$ cat src/common/msi_ptw_macros.svh
`ifndef MSI_PTW_MACROS_SVH
`define MSI_PTW_MACROS_SVH

// Request PPN width, GPA bits 40:12
`define MSI_GPA_PPN_W 29
// Physical page number and address widths
`define MSI_PPN_W 44
`define MSI_PLEN 56
// MSI address mask
`define MSI_MASK_W 16
// Cause code width
`define MSI_CAUSE_W 11
// MRIF address field, bits 53:7 of the PTE
`define MSI_MRIF_ADDR_W 47

// Fault causes
`define MSI_CAUSE_INSTR_FAULT 11'd1
`define MSI_CAUSE_PTE_INVALID 11'd262
`define MSI_CAUSE_PTE_MISCONF 11'd263
`define MSI_CAUSE_DATA_CORRUPT 11'd270

// PTE mode field
`define MSI_MODE_FLAT 2'd3
`define MSI_MODE_MRIF 2'd1

`endif
$ cat src/common/msi_ptw_pkg.sv
`include "msi_ptw_macros.svh"

package msi_ptw_pkg;

    // Flat mode PTE, first doubleword
    typedef struct packed {
        logic                    c;
        logic [8:0]              rsv_2;
        logic [`MSI_PPN_W-1:0]   ppn;
        logic [6:0]              rsv_1;
        logic [1:0]              mode;
        logic                    v;
    } msi_pte_flat_t;

    // MRIF mode PTE, first doubleword
    typedef struct packed {
        logic                        c;
        logic [8:0]                  rsv_2;
        logic [`MSI_MRIF_ADDR_W-1:0] addr;
        logic [3:0]                  rsv_1;
        logic [1:0]                  mode;
        logic                        v;
    } msi_pte_mrif_t;

    // First doubleword seen both ways, V, mode and C line up
    typedef union packed {
        msi_pte_flat_t flat;
        msi_pte_mrif_t mrif;
    } msi_pte_word0_u;

    // MRIF mode PTE, second doubleword
    typedef struct packed {
        logic [2:0]            rsv_2;
        logic                  nid_10;
        logic [5:0]            rsv_1;
        logic [9:0]            nid_9_0;
        logic [`MSI_PPN_W-1:0] nppn;
    } msi_pte_notice_t;

    // Outcome of one walk
    typedef enum logic [2:0] {
        VERDICT_FLAT   = 3'd0,
        VERDICT_MRIF   = 3'd1,
        VERDICT_IGNORE = 3'd2,
        VERDICT_FAULT  = 3'd3
    } msi_verdict_e;

    // Gather PPN bits under set mask bits, lowest first
    function automatic logic [`MSI_MASK_W-1:0] extract_imsic_num(
        input logic [`MSI_GPA_PPN_W-1:0] ppn,
        input logic [`MSI_MASK_W-1:0]    mask
    );
        logic [`MSI_MASK_W-1:0] num;
        int unsigned            k;
        num = '0;
        k   = 0;
        for (int i = 0; i < `MSI_MASK_W; i++) begin
            if (mask[i]) begin
                num[k] = ppn[i];
                k      = k + 1;
            end
        end
        return num;
    endfunction

endpackage

$ cat src/common/msi_verdict_if.sv
`timescale 1ns/10ps
`include "msi_ptw_macros.svh"

// Decision of the PTE checker and the fields behind it
interface msi_verdict_if;

    // One-cycle pulse
    logic                          verdict_valid;
    msi_ptw_pkg::msi_verdict_e     verdict;
    logic [`MSI_CAUSE_W-1:0]       cause;
    msi_ptw_pkg::msi_pte_word0_u   word0;
    msi_ptw_pkg::msi_pte_notice_t  notice;
    logic [`MSI_GPA_PPN_W-1:0]     gpa_ppn;

    modport source (output verdict_valid, verdict, cause, word0, notice, gpa_ppn);
    modport sink (input verdict_valid, verdict, cause, word0, notice, gpa_ppn);

endinterface

$ cat src/common/pte_beat_if.sv
`timescale 1ns/10ps
`include "msi_ptw_macros.svh"

// Fetched beats plus the latched request facts
interface pte_beat_if;

    logic                         beat_valid;
    logic                         beat_first;
    logic [63:0]                  beat_data;
    logic                         beat_err;
    logic                         beat_last;
    // Read-for-execute, no memory access
    logic                         rx_abort;
    logic [11:0]                  iova_offset;
    logic [`MSI_GPA_PPN_W-1:0]    gpa_ppn;

    modport source (output beat_valid, beat_first, beat_data, beat_err, beat_last,
                    rx_abort, iova_offset, gpa_ppn);
    modport sink (input beat_valid, beat_first, beat_data, beat_err, beat_last,
                  rx_abort, iova_offset, gpa_ppn);

endinterface

$ cat src/msi_ptw_top.sv
`timescale 1ns/10ps
`include "msi_ptw_macros.svh"

module msi_ptw_top (
    input  logic                          clk_i,
    input  logic                          rst_ni,
    // Trigger and request
    input  logic                          init_i,
    input  logic                          is_rx_i,
    input  logic [`MSI_GPA_PPN_W+11:0]    req_iova_i,
    input  logic [`MSI_PPN_W-1:0]         msiptp_ppn_i,
    input  logic [`MSI_MASK_W-1:0]        msi_addr_mask_i,
    // Read address channel
    output logic                          ar_valid_o,
    input  logic                          ar_ready_i,
    output logic [`MSI_PLEN-1:0]          ar_addr_o,
    // Read data channel, always ready
    input  logic                          r_valid_i,
    input  logic [63:0]                   r_data_i,
    input  logic                          r_resp_err_i,
    input  logic                          r_last_i,
    // Outcomes
    output logic                          iotlb_update_o,
    output logic [`MSI_GPA_PPN_W-1:0]     iotlb_vpn_o,
    output logic [`MSI_PPN_W-1:0]         iotlb_ppn_o,
    output logic                          mrifc_update_o,
    output logic [`MSI_MRIF_ADDR_W-1:0]   mrifc_addr_o,
    output logic [`MSI_PPN_W-1:0]         mrifc_nppn_o,
    output logic [10:0]                   mrifc_nid_o,
    output logic                          ignore_o,
    output logic                          error_o,
    output logic [`MSI_CAUSE_W-1:0]       cause_o
);

    pte_beat_if    u_beat_if ();
    msi_verdict_if u_vd_if ();

    msi_fetch u_fetch (
        .clk_i           (clk_i),
        .rst_ni          (rst_ni),
        .init_i          (init_i),
        .is_rx_i         (is_rx_i),
        .req_iova_i      (req_iova_i),
        .msiptp_ppn_i    (msiptp_ppn_i),
        .msi_addr_mask_i (msi_addr_mask_i),
        .ar_ready_i      (ar_ready_i),
        .ar_valid_o      (ar_valid_o),
        .ar_addr_o       (ar_addr_o),
        .r_valid_i       (r_valid_i),
        .r_data_i        (r_data_i),
        .r_resp_err_i    (r_resp_err_i),
        .r_last_i        (r_last_i),
        .beat            (u_beat_if.source)
    );

    msi_pte_check u_check (
        .clk_i  (clk_i),
        .rst_ni (rst_ni),
        .beat   (u_beat_if.sink),
        .vd     (u_vd_if.source)
    );

    msi_result u_result (
        .clk_i          (clk_i),
        .rst_ni         (rst_ni),
        .vd             (u_vd_if.sink),
        .iotlb_update_o (iotlb_update_o),
        .iotlb_vpn_o    (iotlb_vpn_o),
        .iotlb_ppn_o    (iotlb_ppn_o),
        .mrifc_update_o (mrifc_update_o),
        .mrifc_addr_o   (mrifc_addr_o),
        .mrifc_nppn_o   (mrifc_nppn_o),
        .mrifc_nid_o    (mrifc_nid_o),
        .ignore_o       (ignore_o),
        .error_o        (error_o),
        .cause_o        (cause_o)
    );

endmodule

$ cat src/msi_result.sv
`timescale 1ns/10ps
`include "msi_ptw_macros.svh"

module msi_result (
    input  logic                          clk_i,
    input  logic                          rst_ni,
    msi_verdict_if.sink                   vd,
    output logic                          iotlb_update_o,
    output logic [`MSI_GPA_PPN_W-1:0]     iotlb_vpn_o,
    output logic [`MSI_PPN_W-1:0]         iotlb_ppn_o,
    output logic                          mrifc_update_o,
    output logic [`MSI_MRIF_ADDR_W-1:0]   mrifc_addr_o,
    output logic [`MSI_PPN_W-1:0]         mrifc_nppn_o,
    output logic [10:0]                   mrifc_nid_o,
    output logic                          ignore_o,
    output logic                          error_o,
    output logic [`MSI_CAUSE_W-1:0]       cause_o
);

    // One-hot pulses, one per verdict
    always_ff @(posedge clk_i or negedge rst_ni) begin
        if (!rst_ni) begin
            iotlb_update_o <= 1'b0;
            mrifc_update_o <= 1'b0;
            ignore_o       <= 1'b0;
            error_o        <= 1'b0;
        end else begin
            iotlb_update_o <= vd.verdict_valid && (vd.verdict == msi_ptw_pkg::VERDICT_FLAT);
            mrifc_update_o <= vd.verdict_valid && (vd.verdict == msi_ptw_pkg::VERDICT_MRIF);
            ignore_o       <= vd.verdict_valid && (vd.verdict == msi_ptw_pkg::VERDICT_IGNORE);
            error_o        <= vd.verdict_valid && (vd.verdict == msi_ptw_pkg::VERDICT_FAULT);
        end
    end

    // Entry fields, held until the next outcome
    always_ff @(posedge clk_i) begin
        if (vd.verdict_valid) begin
            iotlb_vpn_o  <= vd.gpa_ppn;
            // Flat view for the IOTLB
            iotlb_ppn_o  <= vd.word0.flat.ppn;
            // MRIF view for the MRIF cache
            mrifc_addr_o <= vd.word0.mrif.addr;
            mrifc_nppn_o <= vd.notice.nppn;
            // NID split across two fields
            mrifc_nid_o  <= {vd.notice.nid_10, vd.notice.nid_9_0};
            cause_o      <= vd.cause;
        end
    end

endmodule

$ cat src/msi_pte_check.sv
`timescale 1ns/10ps
`include "msi_ptw_macros.svh"

module msi_pte_check (
    input  logic           clk_i,
    input  logic           rst_ni,
    pte_beat_if.sink       beat,
    msi_verdict_if.source  vd
);

    msi_ptw_pkg::msi_pte_word0_u   w0;
    msi_ptw_pkg::msi_pte_notice_t  nt;
    msi_ptw_pkg::msi_verdict_e     dec_q, dec_d;
    logic [`MSI_CAUSE_W-1:0]       cause_q, cause_d;
    logic                          need_q, need_d;
    logic                          valid_q;
    msi_ptw_pkg::msi_pte_word0_u   word0_q;
    msi_ptw_pkg::msi_pte_notice_t  notice_q;

    // Same beat read as either doubleword
    assign w0 = msi_ptw_pkg::msi_pte_word0_u'(beat.beat_data);
    assign nt = msi_ptw_pkg::msi_pte_notice_t'(beat.beat_data);

    always_comb begin
        dec_d   = dec_q;
        cause_d = cause_q;
        need_d  = need_q;
        if (beat.beat_valid && beat.beat_first) begin
            need_d = 1'b0;
            dec_d  = msi_ptw_pkg::VERDICT_FAULT;
            // V and C sit at the same place in both views
            if (!w0.flat.v || w0.flat.c) begin
                cause_d = `MSI_CAUSE_PTE_INVALID;
            end else if (beat.beat_err) begin
                cause_d = `MSI_CAUSE_DATA_CORRUPT;
            end else if (w0.flat.mode == `MSI_MODE_FLAT) begin
                if (|w0.flat.rsv_1 || |w0.flat.rsv_2) begin
                    cause_d = `MSI_CAUSE_PTE_MISCONF;
                end else begin
                    dec_d = msi_ptw_pkg::VERDICT_FLAT;
                end
            end else if (w0.mrif.mode == `MSI_MODE_MRIF) begin
                if (|w0.mrif.rsv_1 || |w0.mrif.rsv_2) begin
                    cause_d = `MSI_CAUSE_PTE_MISCONF;
                end else if (|beat.iova_offset) begin
                    // Partial access to an MRIF, dropped silently
                    dec_d = msi_ptw_pkg::VERDICT_IGNORE;
                end else begin
                    // Outcome depends on the notice word
                    need_d = 1'b1;
                end
            end else begin
                // Reserved modes 0 and 2
                cause_d = `MSI_CAUSE_PTE_MISCONF;
            end
        end else if (beat.beat_valid && need_q) begin
            need_d = 1'b0;
            dec_d  = msi_ptw_pkg::VERDICT_FAULT;
            if (beat.beat_err) begin
                cause_d = `MSI_CAUSE_DATA_CORRUPT;
            end else if (|nt.rsv_1 || |nt.rsv_2) begin
                cause_d = `MSI_CAUSE_PTE_MISCONF;
            end else begin
                dec_d = msi_ptw_pkg::VERDICT_MRIF;
            end
        end
    end

    always_ff @(posedge clk_i or negedge rst_ni) begin
        if (!rst_ni) begin
            dec_q   <= msi_ptw_pkg::VERDICT_FAULT;
            cause_q <= '0;
            need_q  <= 1'b0;
            valid_q <= 1'b0;
        end else begin
            // Verdict pulse after the burst drains or on abort
            valid_q <= beat.rx_abort || (beat.beat_valid && beat.beat_last);
            if (beat.rx_abort) begin
                dec_q   <= msi_ptw_pkg::VERDICT_FAULT;
                cause_q <= `MSI_CAUSE_INSTR_FAULT;
                need_q  <= 1'b0;
            end else if (beat.beat_valid) begin
                dec_q   <= dec_d;
                cause_q <= cause_d;
                need_q  <= need_d;
            end
        end
    end

    // Raw doublewords, decoded downstream
    always_ff @(posedge clk_i) begin
        if (beat.beat_valid && beat.beat_first) begin
            word0_q <= w0;
        end
        if (beat.beat_valid && !beat.beat_first) begin
            notice_q <= nt;
        end
    end

    assign vd.verdict_valid = valid_q;
    assign vd.verdict       = dec_q;
    assign vd.cause         = cause_q;
    assign vd.word0         = word0_q;
    assign vd.notice        = notice_q;
    assign vd.gpa_ppn       = beat.gpa_ppn;

endmodule

$ cat src/msi_fetch.sv
`timescale 1ns/10ps
`include "msi_ptw_macros.svh"

module msi_fetch (
    input  logic                          clk_i,
    input  logic                          rst_ni,
    input  logic                          init_i,
    input  logic                          is_rx_i,
    input  logic [`MSI_GPA_PPN_W+11:0]    req_iova_i,
    input  logic [`MSI_PPN_W-1:0]         msiptp_ppn_i,
    input  logic [`MSI_MASK_W-1:0]        msi_addr_mask_i,
    input  logic                          ar_ready_i,
    output logic                          ar_valid_o,
    output logic [`MSI_PLEN-1:0]          ar_addr_o,
    input  logic                          r_valid_i,
    input  logic [63:0]                   r_data_i,
    input  logic                          r_resp_err_i,
    input  logic                          r_last_i,
    pte_beat_if.source                    beat
);

    // WAIT covers the cycle between burst end and the outcome
    typedef enum logic [1:0] {
        ST_IDLE,
        ST_ADDR,
        ST_DATA,
        ST_WAIT
    } state_t;

    state_t                      state_q, state_d;
    logic                        trigger;
    logic [`MSI_MASK_W-1:0]      imsic_num;
    logic [`MSI_PLEN-1:0]        pptr_q;
    logic [11:0]                 offset_q;
    logic [`MSI_GPA_PPN_W-1:0]   gpa_ppn_q;
    logic                        first_q;

    // New walk only from idle
    assign trigger = (state_q == ST_IDLE) && init_i;

    // Interrupt file number from the GPA PPN
    assign imsic_num = msi_ptw_pkg::extract_imsic_num(req_iova_i[`MSI_GPA_PPN_W+11:12],
                                                      msi_addr_mask_i);

    always_comb begin
        state_d = state_q;
        case (state_q)
            ST_IDLE: begin
                // Read-for-execute skips the memory access
                if (init_i) begin
                    state_d = is_rx_i ? ST_WAIT : ST_ADDR;
                end
            end
            ST_ADDR: begin
                if (ar_ready_i) begin
                    state_d = ST_DATA;
                end
            end
            ST_DATA: begin
                if (r_valid_i && r_last_i) begin
                    state_d = ST_WAIT;
                end
            end
            default: begin
                state_d = ST_IDLE;
            end
        endcase
    end

    always_ff @(posedge clk_i or negedge rst_ni) begin
        if (!rst_ni) begin
            state_q <= ST_IDLE;
            first_q <= 1'b0;
        end else begin
            state_q <= state_d;
            // Armed by the address handshake, cleared by the first beat
            if (state_q == ST_ADDR && ar_ready_i) begin
                first_q <= 1'b1;
            end else if (state_q == ST_DATA && r_valid_i) begin
                first_q <= 1'b0;
            end
        end
    end

    // Request payload, latched once per walk
    always_ff @(posedge clk_i) begin
        if (trigger) begin
            // Base page ORed with 16-byte PTE index
            pptr_q    <= {msiptp_ppn_i, 12'b0} | `MSI_PLEN'({imsic_num, 4'b0});
            offset_q  <= req_iova_i[11:0];
            gpa_ppn_q <= req_iova_i[`MSI_GPA_PPN_W+11:12];
        end
    end

    assign ar_valid_o = (state_q == ST_ADDR);
    assign ar_addr_o  = pptr_q;

    // Beats forwarded in the cycle they arrive
    assign beat.beat_valid  = (state_q == ST_DATA) && r_valid_i;
    assign beat.beat_first  = first_q;
    assign beat.beat_data   = r_data_i;
    assign beat.beat_err    = r_resp_err_i;
    assign beat.beat_last   = r_last_i;
    assign beat.rx_abort    = trigger && is_rx_i;
    assign beat.iova_offset = offset_q;
    assign beat.gpa_ppn     = gpa_ppn_q;

endmodule

$ cat config.mk
export PLATFORM = sky130hd
export DESIGN_NAME = msi_ptw_top
export DESIGN_NICKNAME = d
export VERILOG_FILES = /design/src/common/msi_ptw_pkg.sv /design/src/common/msi_verdict_if.sv /design/src/common/pte_beat_if.sv /design/src/msi_ptw_top.sv /design/src/msi_result.sv /design/src/msi_pte_check.sv /design/src/msi_fetch.sv
export VERILOG_INCLUDE_DIRS = /design/src /design/src/common
export SDC_FILE = /design/constraint.sdc
export NUM_CORES = 1
export LEC_CHECK = 0
export ABC_AREA = 1
export BUFFER_PORTS_ARGS = -buffer_cell sky130_fd_sc_hd__buf_2
export CORE_ASPECT_RATIO = 0.9
export CORE_MARGIN = 4
export CORE_UTILIZATION = 54
export DETAILED_ROUTE_END_ITERATION = 8
export PLACE_DENSITY = 0.85
export SKIP_LAST_GASP = 1
export SLEW_MARGIN = 20
export SYNTH_ARGS = -nofsm -noshare
export SYNTH_HDL_FRONTEND = slang
export SYNTH_SLANG_ARGS = --single-unit
$ cat constraint.sdc
create_clock -name clk_i -period 5 [get_ports clk_i]
set_input_delay 0.5 -clock clk_i [delete_from_list [all_inputs] [get_ports clk_i]]
set_output_delay 0.5 -clock clk_i [all_outputs]
set_load 0.005 [all_outputs]
==> summary.txt, run 1 <==
CTS
  – Skew-Pair Late Insertion Delay: 0.56 ns
  – Clock tree buffer depth: 3
  – CTS tree: yes
  – Root Buffer: clkbuf_16
  – CTS buffer count: 31
  – H-tree Lvls: 1
  – CTS clk-pin slew, worst paths: 0.08 ns
  – # clock sinks: 343

Timing
  – Final Hold Vio Count: 0
  – Final WS setup: -1.92 ns
  – Post-layout min period: 6.92 ns
  – RSZ-0062 raised after global routing: true
  – Slew Viols, Final: 0
  – Slew @ Worst Pin: 0.813 ns
  – Final Cycle Share: 1.38
  – Post-route setup TNS: -29.41 ns
  – Fmax: 144 MHz
  – Max_slew headroom: 0.458
  – Worst Skew: between 0.02 and 0.03 ns
  – Finish-stage setup viols: 16

Route
  – Vias per cell: 5.34
  – Wirelength, routed: 51300 um
  – Initial DRC count: 1653
  – Drt drc: 0
  – Final ANT Viol Nets: 0
  – Average wire per standard cell: 18.0 um
  – Via count: 15.2k
  – DRT Pass-1 Iters: 5

Critical path
  – Reg2reg path depth: 12
  – Largest stage delay, worst path: 0.64 ns
  – Reg-to-reg endpoint: u_check.vd.cause[3]
  – Max FO, Critical Path: 8
  – Setup crit end kind: register
  – WP data arrival: around 7.2 ns
  – Req. time, crit path: 5.30 ns
  – Worst setup SP type: input port
  – R2r setup slk: 2.12 ns
  – Crit Path Category: input port to register
  – Top cell by count, worst path: nand2_4
  – Worst r2r src: u_fetch.state_q[0]
  – Slowest cell on the critical path: fa_2

GRT
  – First-pass GRT wire length: just under 80000 um
  – Largest net degree at the start of global routing: 62
  – Gr ovfl total: 0
  – Vias in the first global route: 14.7k
  – Initial antenna violation count: 11
  – Total Routing Usage GR: 0.275

Worst hold path
  – Hold Path Origin: msiptp_ppn_i[12]
  – Hold worst-path end: u_fetch.ar_addr_o[24]
  – Min-delay worst type: input port to register
  – Hold path depth: 1

Synth
  – Yosys top cell area share: 0.560
  – Yosys warning count: 0
  – Most used DFF post-synth: edfxtp_1
  – Synth area leader: edfxtp_1
  – Cells after Synth: 1760
  – Avg Cell Area, Syn: between 10 and 15 sq um
  – Post-synthesis sequential element count: 343
  – Sequential area share after synthesis: 0.580
  – Cell area after synthesis: 17700 sq um
  – Netlist cell types: 53
  – Ys async rst share: 0.0408
  – Number of synthesized flops with an enable pin: 329
  – Synth area leaders: edfxtp_1, nand2_1, nand3_1

Placed design
  – Placed insts: 2757
  – Pre-CTS WS: -2.56 ns
  – Port bufs: 409
  – Post-DP HPWL: 39600 um
  – RePlAce Congestion: 0.981

Layout
  – Layout area overhead: 32.1%
  – Layout Utilization: 0.728
  – Nets@finish: 2626
  – FILL cells: 2238
  – Most common cell after layout, fill and taps aside: buf_2
  – Highest-count cells in the layout ignoring fill and taps: buf_2, nand2_1, edfxtp_1
  – Ratio of cells with drive above 1 in the final layout: 0.390
  – Non-Filler Instances: 2843

Die
  – Starting Density: 0.551
  – Num rows: 62
  – Die area: 35600 sq um
  – I/O pins: 420
  – CORE AREA: 32000 sq um
  – Chip width: 199 um
  – Die H: between 150 and 200 um

Power and ir drop
  – Pleak: 10.4 nW
  – VDD IR max: 252 uV
  – PwrDens: 433 nW/um^2
  – Final Power: approximately 0.010 W

Flow run
  – Max-cap violations: 0

Status
  – Failing checks: setup timing
  – Outcome: finished, violations left
[where the power goes]
part / internal (W) / switching [W] / total (W)
Clock: 0.00135 / 0.000999 / 0.00235
Combinational: 0.00152 / 0.00218 / 0.00370
Sequential: 0.00383 / 0.000217 / 0.00405
Total: 0.00670 / 0.00339 / 0.0101
[cell type report]
cell class	count	area, sq um	share of cell area
flip-flops and latches	343	10200	0.439
multi-input cells	1146	6670	0.286
repair buffers	673	4110	0.176
clock buffers	43	851	0.0365
inverters	203	763	0.0327
well taps	416	520	0.0223
clock inverters	14	158	0.00676
diodes	5	12.5	0.000536
[state kept, by name, indices dropped and copies added, names as in the netlist, 2 cells and up]
name,count
u_check.vd.cause,3
u_fetch.beat.gpa_ppn,29
u_fetch.ar_addr_o,52
u_result.mrifc_nid_o,11
u_result.mrifc_addr_o,47
u_check.vd.verdict,2
u_result.iotlb_vpn_o,29
u_check.vd.word0,47
u_result.cause_o,3
u_fetch.beat.iova_offset,12
u_fetch.state_q,2
u_result.mrifc_nppn_o,44
u_check.vd.notice,55
[metrics by stage]
stage                     hold slack, ns  instance area, sq um
after detailed placement           0.405                 21900
after floorplan                    0.204                 18000
after global placement             0.401                 21900
after global routing              0.0938                 23300
final                              0.116                 23300
after CTS                         0.0976                 23200
[layer usage]
layer,vias to the layer above,track usage,share of wire
li1,7198,-,-
met1,7126,0.373,0.40
met2,743,0.474,0.50
met3,116,0.0438,0.081
met4,12,0.0563,0.022
met5,-,0,0.0015
[how the worst max path moves through the flow]
| stage | from | endpoint | slack, ns |
|---|---|---|---|
| 3_3_place_gp | msi_addr_mask_i[2] | u_fetch.ar_addr_o[7] | -2.36 |
| 2_1_floorplan | msi_addr_mask_i[2] | u_fetch.ar_addr_o[12] | -2.30 |
| 5_1_grt | msi_addr_mask_i[0] | u_fetch.ar_addr_o[5] | -2.17 |
| 4_1_cts | msi_addr_mask_i[1] | u_fetch.ar_addr_o[13] | -1.94 |
| 6_report | msi_addr_mask_i[0] | u_fetch.ar_addr_o[5] | -1.92 |
| 3_5_place_dp | msi_addr_mask_i[2] | u_fetch.ar_addr_o[16] | -2.56 |
[Yosys cell counts (2+ instances only)]
cell and n:
a22oi_1 2, dfstp_2 2, o22ai_1 2, nand3_1 167, nor2_1 179, or2_2 8
o21ai_0 58, a32oi_1 2, edfxtp_1 329, and2_1 3, nor3_1 24, nand3b_1 3
clkinv_1 6, nand3_4 6, o311ai_0 3, buf_4 61, nand2_2 39, clkbuf_1 12
dfrtp_1 12, nor2_8 2, a21oi_1 14, nand2_1 397, nor2_2 20, o211ai_1 34
mux2i_1 9, inv_2 24, nand4_1 26, buf_2 3, a31oi_1 6, ha_1 54
nand2_4 27, o21a_1 7, inv_1 173, nand3_2 18, o31ai_1 5, nor4_1 6
[logic make-up after synthesis]
logic type	count (synthesis)	synth area share
AND/OR/NAND/NOR	930	0.252
flip-flops	343	0.580
buffers and inverters	280	0.0727
AO/OA/AOI/OAI	139	0.0491
adder cells (fa/ha/maj)	55	0.0394
multiplexers	10	0.00574
XOR/XNOR	2	0.000993
other	1	0.000212
[what timing repair did]
| item | in CTS | in global routing |
|---|---|---|
| hold endpoints to repair | 12 | 0 |
| setup buffers | 15 | 7 |
| hold buffers | 1 | 0 |
| gates resized for setup | 22 | 36 |
| endpoints found under the setup margin | 16 | 16 |
| gates cloned | 3 | 0 |
| pin swaps | 41 | 35 |
[critical path, delay by kind of cell]
kind                       cells  cell delay [ns]
and+or+nand+nor               31             2.81
adders and majority gates     13             3.25
AOI/OAI and AO/OA              1             0.15
buffers and inverters          5             0.50
No activity file was read; power rests on OpenSTA's default activity.
==> inputs of run 2 (changes only) <==
--- a/config.mk
+++ b/config.mk
@@ -10,9 +10,10 @@
 export BUFFER_PORTS_ARGS = -buffer_cell sky130_fd_sc_hd__buf_2
 export CORE_ASPECT_RATIO = 0.9
 export CORE_MARGIN = 4
-export CORE_UTILIZATION = 54
+export CORE_UTILIZATION = 49
 export DETAILED_ROUTE_END_ITERATION = 8
-export PLACE_DENSITY = 0.85
+export PLACE_DENSITY = 0.82
+export RECOVER_POWER = 50
 export SKIP_LAST_GASP = 1
 export SLEW_MARGIN = 20
 export SYNTH_ARGS = -nofsm -noshare
==> constraint.sdc (replaced) <==
create_clock -name clk_i -period 5.87 [get_ports clk_i]
set_input_delay 0.587 -clock clk_i [delete_from_list [all_inputs] [get_ports clk_i]]
set_output_delay 0.587 -clock clk_i [all_outputs]
set_load 0.005 [all_outputs]
==> run 2 against run 1 <==
Compared with the run above:
- the run still ends with setup timing left
- hold slack better by 0.10 ns
- sequential power down 14%
- utilization down 7.7 points
- critical path depth unchanged
- largest power group unchanged
==> summary.txt, run 2 (synthesis gave the netlist of run 1 again) <==
Route
  – Average wire per standard cell: 18.1 um
  – Drt drc: 0
  – Via count: 14.8k
  – Vias per cell: roughly 5.2
  – DRT Pass-1 Iters: 5
  – Final ANT Viol Nets: 0
  – Initial DRC count: 1395
  – Wirelength, routed: 51600 um

Critical path
  – Reg2reg path depth: 12
  – Setup crit end kind: register
  – R2r setup slk: 2.98 ns
  – Top cell by count, worst path: nand2_4
  – Slowest cell on the critical path: fa_2
  – Crit Path Category: input port to register
  – Req. time, crit path: a little over 6 ns
  – Largest stage delay, worst path: 0.62 ns
  – WP data arrival: 7.43 ns
  – Worst setup SP type: input port
  – Reg-to-reg endpoint: u_check.vd.cause[3]
  – Max FO, Critical Path: 7
  – Worst r2r src: u_fetch.state_q[0]

CTS
  – Clock tree buffer depth: 3
  – # clock sinks: 343
  – H-tree Lvls: 1
  – Root Buffer: clkbuf_16
  – CTS clk-pin slew, worst paths: 0.07 ns
  – CTS buffer count: 31
  – Skew-Pair Late Insertion Delay: approximately 0.54 ns
  – CTS tree: yes

Worst hold path
  – Min-delay worst type: input port to register
  – Hold worst-path end: u_fetch.ar_addr_o[32]
  – Hold path depth: 1
  – Hold Path Origin: msiptp_ppn_i[20]

Die
  – Starting Density: 0.500
  – Die H: around 190 um
  – Die area: roughly 40000 sq um
  – I/O pins: 420
  – Num rows: 65
  – CORE AREA: 35300 sq um
  – Chip width: 208 um

GRT
  – First-pass GRT wire length: 78600 um
  – Met3 global-route usage: 0.0381
  – GR Layer Usage met1: 0.340
  – Gr ovfl total: 0
  – M2 GR Usage: 0.438
  – Initial antenna violation count: 17
  – Largest net degree at the start of global routing: 71
  – GRT Max-Usage Layer: met2
  – Total Routing Usage GR: 0.252
  – Vias in the first global route: 14.3k

Status
  – Outcome: finished, violations left
  – Failing checks: setup timing

Placed design
  – Pre-CTS WS: -1.73 ns
  – Port bufs: around 410
  – RePlAce Congestion: 0.931
  – Post-detailed-placement cell area: 21600 sq um
  – Post-DP HPWL: 39600 um
  – Placed insts: 2770

Timing
  – RSZ-0062 raised after global routing: true
  – Max_slew headroom: 0.341
  – Post-layout min period: 7.12 ns
  – Fmax: roughly 140 MHz
  – Worst Skew: 0.0159 ns
  – Final Cycle Share: 1.21
  – Finish-stage setup viols: 16
  – Final Hold Vio Count: 0
  – Slew @ Worst Pin: 0.989 ns
  – Slew Viols, Final: 0
  – Final WS setup: -1.25 ns

Layout
  – Nets@finish: 2582
  – Non-Filler Instances: 2854
  – Layout area overhead: 30.1%
  – Max FFs per register: 55
  – Layout Utilization: 0.651
  – Most common cell after layout, fill and taps aside: nand2_1
  – Ratio of cells with drive above 1 in the final layout: 0.348
  – Highest-count cells in the layout ignoring fill and taps: nand2_1, buf_2, edfxtp_1
  – Fin area: between 20000 and 25000 sq um

Power and ir drop
  – VDD IR max: 200 uV
  – Final Power: roughly 0.0084 W
  – PwrDens: 367 nW/um^2
  – Pleak: 9.98 nW

Flow run
  – Max-cap violations: 0
[run 2: metal layers]
layer	share of wire	up-vias
li1	-	7124
met1	0.41	6954
met2	0.50	629
met3	0.075	76
met4	0.020	8
met5	0.0013	-
[run 2: power by group]
group / internal [W] / switching (W) / total [W]
combinational: 0.00123 / 0.00179 / 0.00302
clock: 0.00110 / 0.000846 / 0.00194
sequential: 0.00326 / 0.000206 / 0.00347
[run 2: what timing repair did]
action,CTS,global route
buffers inserted,13,4
pin swaps,10,33
endpoints found under the setup margin,16,16
hold endpoints to repair,12,0
resized for setup,13,38
gates cloned,2,1
hold buffers,1,0
[run 2: area by class of cell]
cell class | count | area [sq um]
clock inverters | 21 | 189
diodes | 8 | 20.0
flip-flops and latches | 343 | 10200
fillers | 2734 | 12300
multi-input cells | 1146 | 6650
well taps | 469 | 587
repair buffers | 629 | 3720
inverters | 203 | 767
clock buffers | 35 | 791
[run 2: how the worst max path moves through the flow]
stage,from,endpoint,depth (start not counted)
3_3_place_gp,msi_addr_mask_i[2],u_fetch.ar_addr_o[19],47
6_report,msi_addr_mask_i[0],u_fetch.ar_addr_o[11],50
4_1_cts,msi_addr_mask_i[1],u_fetch.ar_addr_o[16],49
3_5_place_dp,msi_addr_mask_i[2],u_fetch.ar_addr_o[17],47
5_1_grt,msi_addr_mask_i[0],u_fetch.ar_addr_o[8],50
2_1_floorplan,msi_addr_mask_i[2],u_fetch.ar_addr_o[12],48
[run 2: critical path, delay by kind of cell]
kind	cells	cell delay, ns
fa+ha+maj	13	3.30
compound gates	1	0.15
simple gates	31	2.85
buf+inv	5	0.50
[run 2: per-stage QoR]
step                      hold WS (ns)  setup TNS, ns
after floorplan                  0.291         -23.88
after global placement           0.400         -24.94
after detailed placement         0.405         -27.16
after CTS                        0.200         -16.23
after global routing             0.198         -24.27
final                            0.221         -19.26
